==> config.mk <==
export PLATFORM = sky130hd
export DESIGN_NAME = mips_core
export DESIGN_NICKNAME = d
export VERILOG_FILES = /design/src/verilog/mips_pkg.sv /design/src/verilog/mips_alu.sv /design/src/verilog/mips_decode.sv /design/src/verilog/mips_fetch.sv /design/src/verilog/mips_mem_wb.sv /design/src/verilog/mips_regfile.sv /design/src/verilog/mips_core.sv
export SDC_FILE = /design/constraint.sdc
export NUM_CORES = 2
export LEC_CHECK = 0
export ABC_AREA = 1
export BUFFER_PORTS_ARGS = -buffer_cell sky130_fd_sc_hd__buf_2
export CAP_MARGIN = 20
export CELL_PAD_IN_SITES_DETAIL_PLACEMENT = 2
export CELL_PAD_IN_SITES_GLOBAL_PLACEMENT = 2
export CORE_AREA = 2 2 533 376
export DETAILED_ROUTE_END_ITERATION = 8
export DIE_AREA = 0 0 535 378
export HOLD_SLACK_MARGIN = 0.08
export PLACE_DENSITY_LB_ADDON = 0.1
export SLEW_MARGIN = 20
export SYNTH_ARGS = -nofsm -noshare
export SYNTH_HDL_FRONTEND = slang
export SYNTH_SLANG_ARGS = --single-unit
==> constraint.sdc <==
create_clock -name clk -period 17.8 [get_ports clk]
set_clock_uncertainty 0.2 [all_clocks]
set_input_delay 3.56 -clock clk [delete_from_list [all_inputs] [get_ports clk]]
set_output_delay 3.56 -clock clk [all_outputs]
set_load 0.1 [all_outputs]
==> src/verilog/mips_pkg.sv <==
// mips core package: word types, opcode and funct codes, alu ops and control structs
`default_nettype none

package mips_pkg;

   // basic widths
   typedef logic [31:0] word_t;
   typedef logic [29:0] word_addr_t;
   typedef logic [4:0]  reg_idx_t;
   typedef logic [4:0]  shamt_t;
   typedef logic [5:0]  opcode_t;
   typedef logic [5:0]  funct_t;

   // primary opcodes of the kept instructions
   localparam opcode_t OP_RTYPE = 6'h00;
   localparam opcode_t OP_J     = 6'h02;
   localparam opcode_t OP_BEQ   = 6'h04;
   localparam opcode_t OP_BNE   = 6'h05;
   localparam opcode_t OP_ADDIU = 6'h09;
   localparam opcode_t OP_ANDI  = 6'h0c;
   localparam opcode_t OP_ORI   = 6'h0d;
   localparam opcode_t OP_LUI   = 6'h0f;
   localparam opcode_t OP_LW    = 6'h23;
   localparam opcode_t OP_SW    = 6'h2b;

   // funct codes under OP_RTYPE
   localparam funct_t FN_SLL     = 6'h00;
   localparam funct_t FN_SRL     = 6'h02;
   localparam funct_t FN_SRA     = 6'h03;
   localparam funct_t FN_SYSCALL = 6'h0c;
   localparam funct_t FN_ADDU    = 6'h21;
   localparam funct_t FN_SUBU    = 6'h23;
   localparam funct_t FN_AND     = 6'h24;
   localparam funct_t FN_OR      = 6'h25;
   localparam funct_t FN_XOR     = 6'h26;
   localparam funct_t FN_NOR     = 6'h27;
   localparam funct_t FN_SLT     = 6'h2a;

   // alu operation select
   typedef enum logic [3:0] {
      ALU_ADD,
      ALU_SUB,
      ALU_AND,
      ALU_OR,
      ALU_XOR,
      ALU_NOR,
      ALU_SLT,
      ALU_SLL,
      ALU_SRL,
      ALU_SRA,
      ALU_LUI
   } alu_op_e;

   // next pc choice
   typedef enum logic [1:0] {
      PC_SEQ,
      PC_BEQ,
      PC_BNE,
      PC_JUMP
   } pc_sel_e;

   // decoded control, 54 bits
   // imm carries the 26-bit jump target, zero extended, for j
   typedef struct packed {
      alu_op_e  alu_op;
      logic     alu_src_imm;
      logic     imm_sign_extend;
      logic     reg_write;
      reg_idx_t wr_reg;
      logic     mem_read;
      logic     mem_write;
      pc_sel_e  pc_sel;
      logic     halt_req;
      word_t    imm;
      shamt_t   shamt;
   } ctrl_t;

   // data memory request, 63 bits
   typedef struct packed {
      word_addr_t addr;
      word_t      wdata;
      logic       write;
   } dmem_req_t;

endpackage

`default_nettype wire

==> src/verilog/mips_alu.sv <==
// integer alu: add/sub, logic ops, signed compare, shifts by shamt and lui
`default_nettype none
`timescale 1ns/1ps

module mips_alu (
   input  mips_pkg::ctrl_t ctrl,
   input  mips_pkg::word_t rs_data,
   input  mips_pkg::word_t rt_data,
   output mips_pkg::word_t result
);

   mips_pkg::word_t op_b;
   logic            less_signed;

   // second operand is either rt or the extended immediate
   assign op_b = ctrl.alu_src_imm ? ctrl.imm : rt_data;

   // slt compares as two's complement
   assign less_signed = ($signed(rs_data) < $signed(op_b));

   always_comb
   begin
      case (ctrl.alu_op)
         mips_pkg::ALU_ADD:
            result = rs_data + op_b;
         mips_pkg::ALU_SUB:
            result = rs_data - op_b;
         mips_pkg::ALU_AND:
            result = rs_data & op_b;
         mips_pkg::ALU_OR:
            result = rs_data | op_b;
         mips_pkg::ALU_XOR:
            result = rs_data ^ op_b;
         mips_pkg::ALU_NOR:
            result = ~(rs_data | op_b);
         mips_pkg::ALU_SLT:
            result = {31'b0, less_signed};
         // shifts use rt and the shamt field only
         mips_pkg::ALU_SLL:
            result = rt_data << ctrl.shamt;
         mips_pkg::ALU_SRL:
            result = rt_data >> ctrl.shamt;
         mips_pkg::ALU_SRA:
            result = $signed(rt_data) >>> ctrl.shamt;
         // immediate to the upper half, low half cleared
         mips_pkg::ALU_LUI:
            result = {ctrl.imm[15:0], 16'h0000};
         default:
            result = rs_data + op_b;
      endcase
   end

endmodule

`default_nettype wire

==> src/verilog/mips_decode.sv <==
// instruction decoder: splits fields and builds the control struct
`default_nettype none
`timescale 1ns/1ps

module mips_decode (
   input  mips_pkg::word_t    inst,
   output mips_pkg::ctrl_t    ctrl,
   output mips_pkg::reg_idx_t rs,
   output mips_pkg::reg_idx_t rt
);

   mips_pkg::opcode_t  opcode;
   mips_pkg::funct_t   funct;
   mips_pkg::reg_idx_t rd;
   logic [15:0]        imm16;
   logic [25:0]        target;

   // fixed field positions
   assign opcode = inst[31:26];
   assign rs     = inst[25:21];
   assign rt     = inst[20:16];
   assign rd     = inst[15:11];
   assign funct  = inst[5:0];
   assign imm16  = inst[15:0];
   assign target = inst[25:0];

   always_comb
   begin
      // defaults: no write, no memory, sequential pc
      ctrl                 = '0;
      ctrl.alu_op          = mips_pkg::ALU_ADD;
      ctrl.pc_sel          = mips_pkg::PC_SEQ;
      ctrl.wr_reg          = rt;
      ctrl.shamt           = inst[10:6];
      ctrl.imm_sign_extend = 1'b1;

      case (opcode)
         mips_pkg::OP_RTYPE:
         begin
            ctrl.wr_reg    = rd;
            ctrl.reg_write = 1'b1;
            case (funct)
               mips_pkg::FN_ADDU: ctrl.alu_op = mips_pkg::ALU_ADD;
               mips_pkg::FN_SUBU: ctrl.alu_op = mips_pkg::ALU_SUB;
               mips_pkg::FN_AND:  ctrl.alu_op = mips_pkg::ALU_AND;
               mips_pkg::FN_OR:   ctrl.alu_op = mips_pkg::ALU_OR;
               mips_pkg::FN_XOR:  ctrl.alu_op = mips_pkg::ALU_XOR;
               mips_pkg::FN_NOR:  ctrl.alu_op = mips_pkg::ALU_NOR;
               mips_pkg::FN_SLT:  ctrl.alu_op = mips_pkg::ALU_SLT;
               mips_pkg::FN_SLL:  ctrl.alu_op = mips_pkg::ALU_SLL;
               mips_pkg::FN_SRL:  ctrl.alu_op = mips_pkg::ALU_SRL;
               mips_pkg::FN_SRA:  ctrl.alu_op = mips_pkg::ALU_SRA;
               // syscall and every unknown funct stop the core
               default:
               begin
                  ctrl.reg_write = 1'b0;
                  ctrl.halt_req  = 1'b1;
               end
            endcase
         end
         mips_pkg::OP_ADDIU:
         begin
            ctrl.alu_src_imm = 1'b1;
            ctrl.reg_write   = 1'b1;
         end
         mips_pkg::OP_ANDI, mips_pkg::OP_ORI:
         begin
            ctrl.alu_op          = (opcode == mips_pkg::OP_ANDI) ? mips_pkg::ALU_AND :
                                                                    mips_pkg::ALU_OR;
            ctrl.alu_src_imm     = 1'b1;
            ctrl.imm_sign_extend = 1'b0;
            ctrl.reg_write       = 1'b1;
         end
         mips_pkg::OP_LUI:
         begin
            ctrl.alu_op          = mips_pkg::ALU_LUI;
            ctrl.alu_src_imm     = 1'b1;
            ctrl.imm_sign_extend = 1'b0;
            ctrl.reg_write       = 1'b1;
         end
         mips_pkg::OP_LW:
         begin
            // address is rs + signed offset
            ctrl.alu_src_imm = 1'b1;
            ctrl.mem_read    = 1'b1;
            ctrl.reg_write   = 1'b1;
         end
         mips_pkg::OP_SW:
         begin
            ctrl.alu_src_imm = 1'b1;
            ctrl.mem_write   = 1'b1;
         end
         mips_pkg::OP_BEQ: ctrl.pc_sel = mips_pkg::PC_BEQ;
         mips_pkg::OP_BNE: ctrl.pc_sel = mips_pkg::PC_BNE;
         mips_pkg::OP_J:   ctrl.pc_sel = mips_pkg::PC_JUMP;
         default:          ctrl.halt_req = 1'b1;
      endcase

      // j reuses the imm field for its target
      if (ctrl.pc_sel == mips_pkg::PC_JUMP)
         ctrl.imm = {6'b0, target};
      else if (ctrl.imm_sign_extend)
         ctrl.imm = {{16{imm16[15]}}, imm16};
      else
         ctrl.imm = {16'h0000, imm16};
   end

endmodule

`default_nettype wire

==> src/verilog/mips_fetch.sv <==
// fetch stage: holds the pc, picks the next pc and keeps the sticky halt flag
`default_nettype none
`timescale 1ns/1ps

module mips_fetch #(
   parameter mips_pkg::word_t TEXT_START = 32'h0040_0000
) (
   input  wire                    clk,
   input  wire                    rst_b,
   input  mips_pkg::ctrl_t        ctrl,
   input  mips_pkg::word_t        rs_data,
   input  mips_pkg::word_t        rt_data,
   input  wire                    stall,
   output mips_pkg::word_addr_t   inst_addr,
   output logic                   halted
);

   mips_pkg::word_t pc;
   mips_pkg::word_t pc_plus4;
   mips_pkg::word_t branch_target;
   mips_pkg::word_t jump_target;
   mips_pkg::word_t pc_next;
   logic            regs_equal;
   logic            commit;

   assign pc_plus4 = pc + 32'd4;
   // offset is in words, relative to the following instruction
   assign branch_target = pc_plus4 + {ctrl.imm[29:0], 2'b00};
   // region bits come from pc+4
   assign jump_target = {pc_plus4[31:28], ctrl.imm[25:0], 2'b00};

   // beq/bne compare is done here, not in the alu
   assign regs_equal = (rs_data == rt_data);

   always_comb
   begin
      case (ctrl.pc_sel)
         mips_pkg::PC_BEQ:  pc_next = regs_equal ? branch_target : pc_plus4;
         mips_pkg::PC_BNE:  pc_next = regs_equal ? pc_plus4 : branch_target;
         mips_pkg::PC_JUMP: pc_next = jump_target;
         default:           pc_next = pc_plus4;
      endcase
   end

   // an instruction retires when memory is done and the core still runs
   assign commit = !stall && !halted;

   always_ff @(posedge clk or negedge rst_b)
   begin
      if (!rst_b)
      begin
         pc     <= TEXT_START;
         halted <= 1'b0;
      end
      else if (commit)
      begin
         // pc stays on the halting instruction
         if (ctrl.halt_req)
            halted <= 1'b1;
         else
            pc <= pc_next;
      end
   end

   assign inst_addr = pc[31:2];

   // once halted, only reset brings the core back
   halted_sticky: assert property (@(posedge clk) disable iff (!rst_b) halted |=> halted)
      else $error("halted dropped while out of reset");

endmodule

`default_nettype wire

==> src/verilog/mips_mem_wb.sv <==
// memory and write-back: data memory request with valid/ready stall, write-back select
`default_nettype none
`timescale 1ns/1ps

module mips_mem_wb (
   input  wire                  clk,
   input  wire                  rst_b,
   input  mips_pkg::ctrl_t      ctrl,
   input  wire                  halted,
   input  mips_pkg::word_t      alu_result,
   input  mips_pkg::word_t      rt_data,
   output logic                 dmem_valid,
   output mips_pkg::dmem_req_t  dmem_req,
   input  wire                  dmem_ready,
   input  mips_pkg::word_t      dmem_rdata,
   output logic                 stall,
   output logic                 wr_en,
   output mips_pkg::word_t      wr_data
);

   logic mem_access;

   assign mem_access = ctrl.mem_read | ctrl.mem_write;

   // request goes out for lw/sw only out of reset and before the core stops
   assign dmem_valid = mem_access && !halted && rst_b;

   // word address from the alu sum, store data straight from rt
   assign dmem_req.addr  = alu_result[31:2];
   assign dmem_req.wdata = rt_data;
   assign dmem_req.write = ctrl.mem_write;

   // hold the whole core until the transfer cycle
   assign stall = dmem_valid && !dmem_ready;

   // write back only on the commit cycle
   assign wr_en   = ctrl.reg_write && !halted && !stall;
   assign wr_data = ctrl.mem_read ? dmem_rdata : alu_result;

   // frozen pc and registers must keep the request steady under back-pressure
   req_stable: assert property (@(posedge clk) disable iff (!rst_b)
      (dmem_valid && !dmem_ready) |=> (dmem_valid && $stable(dmem_req)))
      else $error("dmem request changed before ready");

endmodule

`default_nettype wire

==> src/verilog/mips_regfile.sv <==
// general purpose register file, two read ports and one write port, r0 reads zero
`default_nettype none
`timescale 1ns/1ps

module mips_regfile (
   input  wire                clk,
   input  wire                rst_b,
   input  mips_pkg::reg_idx_t rs,
   input  mips_pkg::reg_idx_t rt,
   input  wire                wr_en,
   input  mips_pkg::reg_idx_t wr_reg,
   input  mips_pkg::word_t    wr_data,
   output mips_pkg::word_t    rs_data,
   output mips_pkg::word_t    rt_data
);

   // r0 has no storage
   mips_pkg::word_t regs [1:31];

   always_ff @(posedge clk or negedge rst_b)
   begin
      if (!rst_b)
      begin
         for (int i = 1; i < 32; i++)
            regs[i] <= '0;
      end
      else if (wr_en && (wr_reg != '0))
      begin
         regs[wr_reg] <= wr_data;
      end
   end

   // reads are combinational, no bypass needed in a single-cycle core
   assign rs_data = (rs == '0) ? '0 : regs[rs];
   assign rt_data = (rt == '0) ? '0 : regs[rt];

endmodule

`default_nettype wire

==> src/verilog/mips_core.sv <==
// single-cycle mips core top: fetch, decode, register file, alu and memory stage
`default_nettype none
`timescale 1ns/1ps

module mips_core #(
   parameter mips_pkg::word_t TEXT_START = 32'h0040_0000
) (
   input  wire                  clk,
   input  wire                  rst_b,
   output mips_pkg::word_addr_t inst_addr,
   input  mips_pkg::word_t      inst,
   output logic                 dmem_valid,
   output mips_pkg::dmem_req_t  dmem_req,
   input  wire                  dmem_ready,
   input  mips_pkg::word_t      dmem_rdata,
   output logic                 halted
);

   mips_pkg::ctrl_t    ctrl;
   mips_pkg::reg_idx_t rs;
   mips_pkg::reg_idx_t rt;
   mips_pkg::word_t    rs_data;
   mips_pkg::word_t    rt_data;
   mips_pkg::word_t    alu_result;
   mips_pkg::word_t    wr_data;
   logic               stall;
   logic               wr_en;

   // pc and halt state
   mips_fetch #(
      .TEXT_START (TEXT_START)
   ) u_fetch (
      .clk       (clk),
      .rst_b     (rst_b),
      .ctrl      (ctrl),
      .rs_data   (rs_data),
      .rt_data   (rt_data),
      .stall     (stall),
      .inst_addr (inst_addr),
      .halted    (halted)
   );

   mips_decode u_decode (
      .inst (inst),
      .ctrl (ctrl),
      .rs   (rs),
      .rt   (rt)
   );

   // destination comes from decode, enable and data from the memory stage
   mips_regfile u_regfile (
      .clk     (clk),
      .rst_b   (rst_b),
      .rs      (rs),
      .rt      (rt),
      .wr_en   (wr_en),
      .wr_reg  (ctrl.wr_reg),
      .wr_data (wr_data),
      .rs_data (rs_data),
      .rt_data (rt_data)
   );

   mips_alu u_alu (
      .ctrl    (ctrl),
      .rs_data (rs_data),
      .rt_data (rt_data),
      .result  (alu_result)
   );

   mips_mem_wb u_mem_wb (
      .clk        (clk),
      .rst_b      (rst_b),
      .ctrl       (ctrl),
      .halted     (halted),
      .alu_result (alu_result),
      .rt_data    (rt_data),
      .dmem_valid (dmem_valid),
      .dmem_req   (dmem_req),
      .dmem_ready (dmem_ready),
      .dmem_rdata (dmem_rdata),
      .stall      (stall),
      .wr_en      (wr_en),
      .wr_data    (wr_data)
   );

endmodule

`default_nettype wire

==> key figures <==
Synthesis
  • Synthesized net count: 12100
  • Synth async-reset ratio: 100%
  • Synthesized area: 74600 um2
  • EDFF count, synth: 0
  • Syn Inst Count: 11900
  • Most used DFF post-synth: dfrtp_1
  • Synthesis-stage register bit count: 1023
  • Netlist cell types: 54
  • Yosys warns: 0
  • Register area share after synthesis: 34.3%
  • Synthesized area per cell: 6.29 um2

CTS
  • Post-CTS setup buffers: 0
  • Worst-Skew Late Latency: 0.77 ns
  • Post-CTS sizing: 0
  • TritonCTS clock tree: done
  • Clk sinks: 1023
  • Clock transition at path regs: 0.06 ns
  • Hold_buf cts: 0
  • Max clock buf depth: 3
  • Max H-tree Level: 3
  • Clock root cell: clkbuf_16
  • CTS Buf Count: 112

Layout
  • Layout area overhead: 8.02%
  • Nets: 11700
  • Most frequent cells in the layout: nand2_1 (4637), nand3_1 (1860), dfrtp_1 (1022)
  • Share of cells above drive strength 1: 6.53%
  • Multi-input gate area: 41500 um2
  • Register area: 25600 um2
  • Commonest non-fill, non-tap cell in the layout: nand2_1
  • Fillers: 24300

Worst hold path
  • Hold path depth: 2
  • Hold Crit Class: register to register

Power and ir drop
  • Leakage power: 41.4 nW
  • PD cells: 89.3 nW/um2
  • Max IR drop VDD: 0.0736 mV

Route
  • Wire length per cell: 33.8 um
  • DRC: 0
  • DR vias: 91000
  • Pre-Repair DR Iteration Count: 8
  • Antenna-violating nets left: 0
  • Routed Wire Length: 481 mm
  • 1st-iter DRT viols: 11600
  • Via/cell ratio: 6.39

Floorplan
  • Core ar.: 198000 um2
  • Io pins: 162
  • Rows: 137
  • Die ar.: 202000 um2
  • Die width: 535 um
  • Starting Density: 37.8%
  • Die height: 378 um

Setup path
  • Critical Path Source Type: input pin
  • Crit path max fanout: 102
  • WP data required: 14.04 ns
  • Slowest stage delay, CP: 0.89 ns
  • CP Class: input pin to output pin
  • Most frequent CP cell: nand2_1
  • Arrival time at the worst endpoint: 11.34 ns
  • Setup crit end kind: output pin
  • R2R depth: 26
  • Slowest cell on the critical path: o31ai_1

STA
  • Max_slew headroom: 14.3%
  • Final Max Slew Viols: 0
  • Max Clk Rate: 66.2 MHz
  • Period minus WS final: 15.10 ns
  • Sum of negative setup slack: 0 ns
  • Fin. Hold Viols: 0
  • Setup violators final: 0
  • RSZ-0062 raised after global routing: no
  • Worst-margin pin slew: 1.29 ns
  • Setup ws final: 2.70 ns
  • Final worst path period share: 84.8%

Placed design
  • HPWL Detailed: 316 mm
  • Gpl congestion: 1.04
  • I/O Buffers: 161
  • Dpl ws: 3.21 ns

Flow run
  • MaxCap Viol Count: 0

GRT
  • Global route total overflow: 0
  • Vias in the first global route: 94100
  • Initial antenna violation count: 22
  • First-pass GRT wire length: 687 mm
  • GRT Total Usage: 46.6%
  • Largest net degree at the start of global routing: 145

Run status
  • Status: finished, final reports clean
==> cells in the mapped netlist (17+ instances only) <==
| cell type | count | area share, % |
|---|---|---|
| or2_2 | 43 | 0.36 |
| nor3_1 | 42 | 0.28 |
| nor4_1 | 18 | 0.15 |
| inv_2 | 25 | 0.13 |
| o21ai_1 | 98 | 0.66 |
| nor3_2 | 17 | 0.23 |
| nor2_1 | 465 | 2.3 |
| a21oi_1 | 580 | 3.9 |
| nand2_1 | 4642 | 23 |
| buf_2 | 327 | 2.2 |
| dfrtp_1 | 1022 | 34 |
| nand3_1 | 1860 | 12 |
| buf_1 | 107 | 0.54 |
| o21ai_0 | 528 | 3.5 |
| nand4_1 | 68 | 0.57 |
| clkbuf_1 | 371 | 1.9 |
| buf_4 | 61 | 0.61 |
| o211ai_1 | 274 | 2.8 |
| xor2_1 | 53 | 0.62 |
| ha_1 | 126 | 2.1 |
| buf_6 | 27 | 0.41 |
| inv_1 | 936 | 4.7 |
==> power by group <==
part / total (mW) / switching (mW) / internal [mW] / leakage, nW
combinational: 2.34 / 1.92 / 0.419 / 25.6
clock: 2.51 / 1.13 / 1.37 / 1.85
sequential: 2.35 / 0.0152 / 2.34 / 14.0
total: 7.20 / 3.07 / 4.13 / 41.4
==> worst max-delay path: cells and delay by family <==
family                   cells  cell delay, ns
AO/OA/AOI/OAI                6            1.95
XOR/XNOR                     1            0.56
adder cells (fa/ha/maj)      1            0.47
buffers and inverters        7            2.38
AND/OR/NAND/NOR             12            2.18
==> cell type report <==
type / count / area share (%)
tap: 2641 / 4.10
multi-input combinational: 8991 / 51.5
inverter: 966 / 4.55
clock inverter: 37 / 0.447
antenna: 21 / 0.0652
timing repair buffer: 392 / 3.44
clock buffer: 165 / 4.17
sequential: 1023 / 31.8
==> kinds of logic after synthesis <==
logic type | count (synthesis) | share of synthesized area [%]
simple gates | 7207 | 40.3
buf+inv | 1859 | 10.5
compound gates | 1586 | 11.9
flops | 1023 | 34.3
fa+ha+maj | 129 | 2.19
xor+xnor | 69 | 0.810
==> final timing paths <==
kind / slack (ns) / end / start
min in group asynchronous: 2.47 / u_regfile.regs[396] / rst_b
max in group asynchronous: 10.40 / u_regfile.regs[839] / rst_b
worst max-delay path: 2.70 / dmem_req[58] / inst[16]
worst max register to register: 10.36 / u_regfile.regs[155] / u_regfile.regs[321]
worst min register to register: 0.28 / u_regfile.regs[61] / u_regfile.regs[61]
worst min-delay path: 0.28 / u_regfile.regs[61] / u_regfile.regs[61]
==> stage by stage <==
step	power [mW]	hold WS (ns)	instance area, um2	std cells	utilization [%]
floorplan	3.71	0.249	74600	11900	-
global placement	4.59	0.262	76800	14000	38.9
detailed placement	4.63	0.267	76800	14000	38.9
CTS	7.10	0.285	80500	14200	40.7
global route	7.34	0.308	80600	14200	40.8
finish	7.20	0.283	80600	14200	40.8
==> sequential cells by signal, indices dropped and copies added (netlist names) <==
name,flops
u_fetch.halted,1
u_fetch.pc,30
u_regfile.regs,992
==> routing by layer <==
layer / GRT usage, % / vias up / wire length, um
met1: 63.0 / 47100 / 200000
met2: 66.5 / 5201 / 195000
met3: 14.5 / 1198 / 58600
li1: - / 37400 / -
met5: 0 / - / 46
met4: 23.5 / 8 / 27700
(Power assumes the default switching activity.)
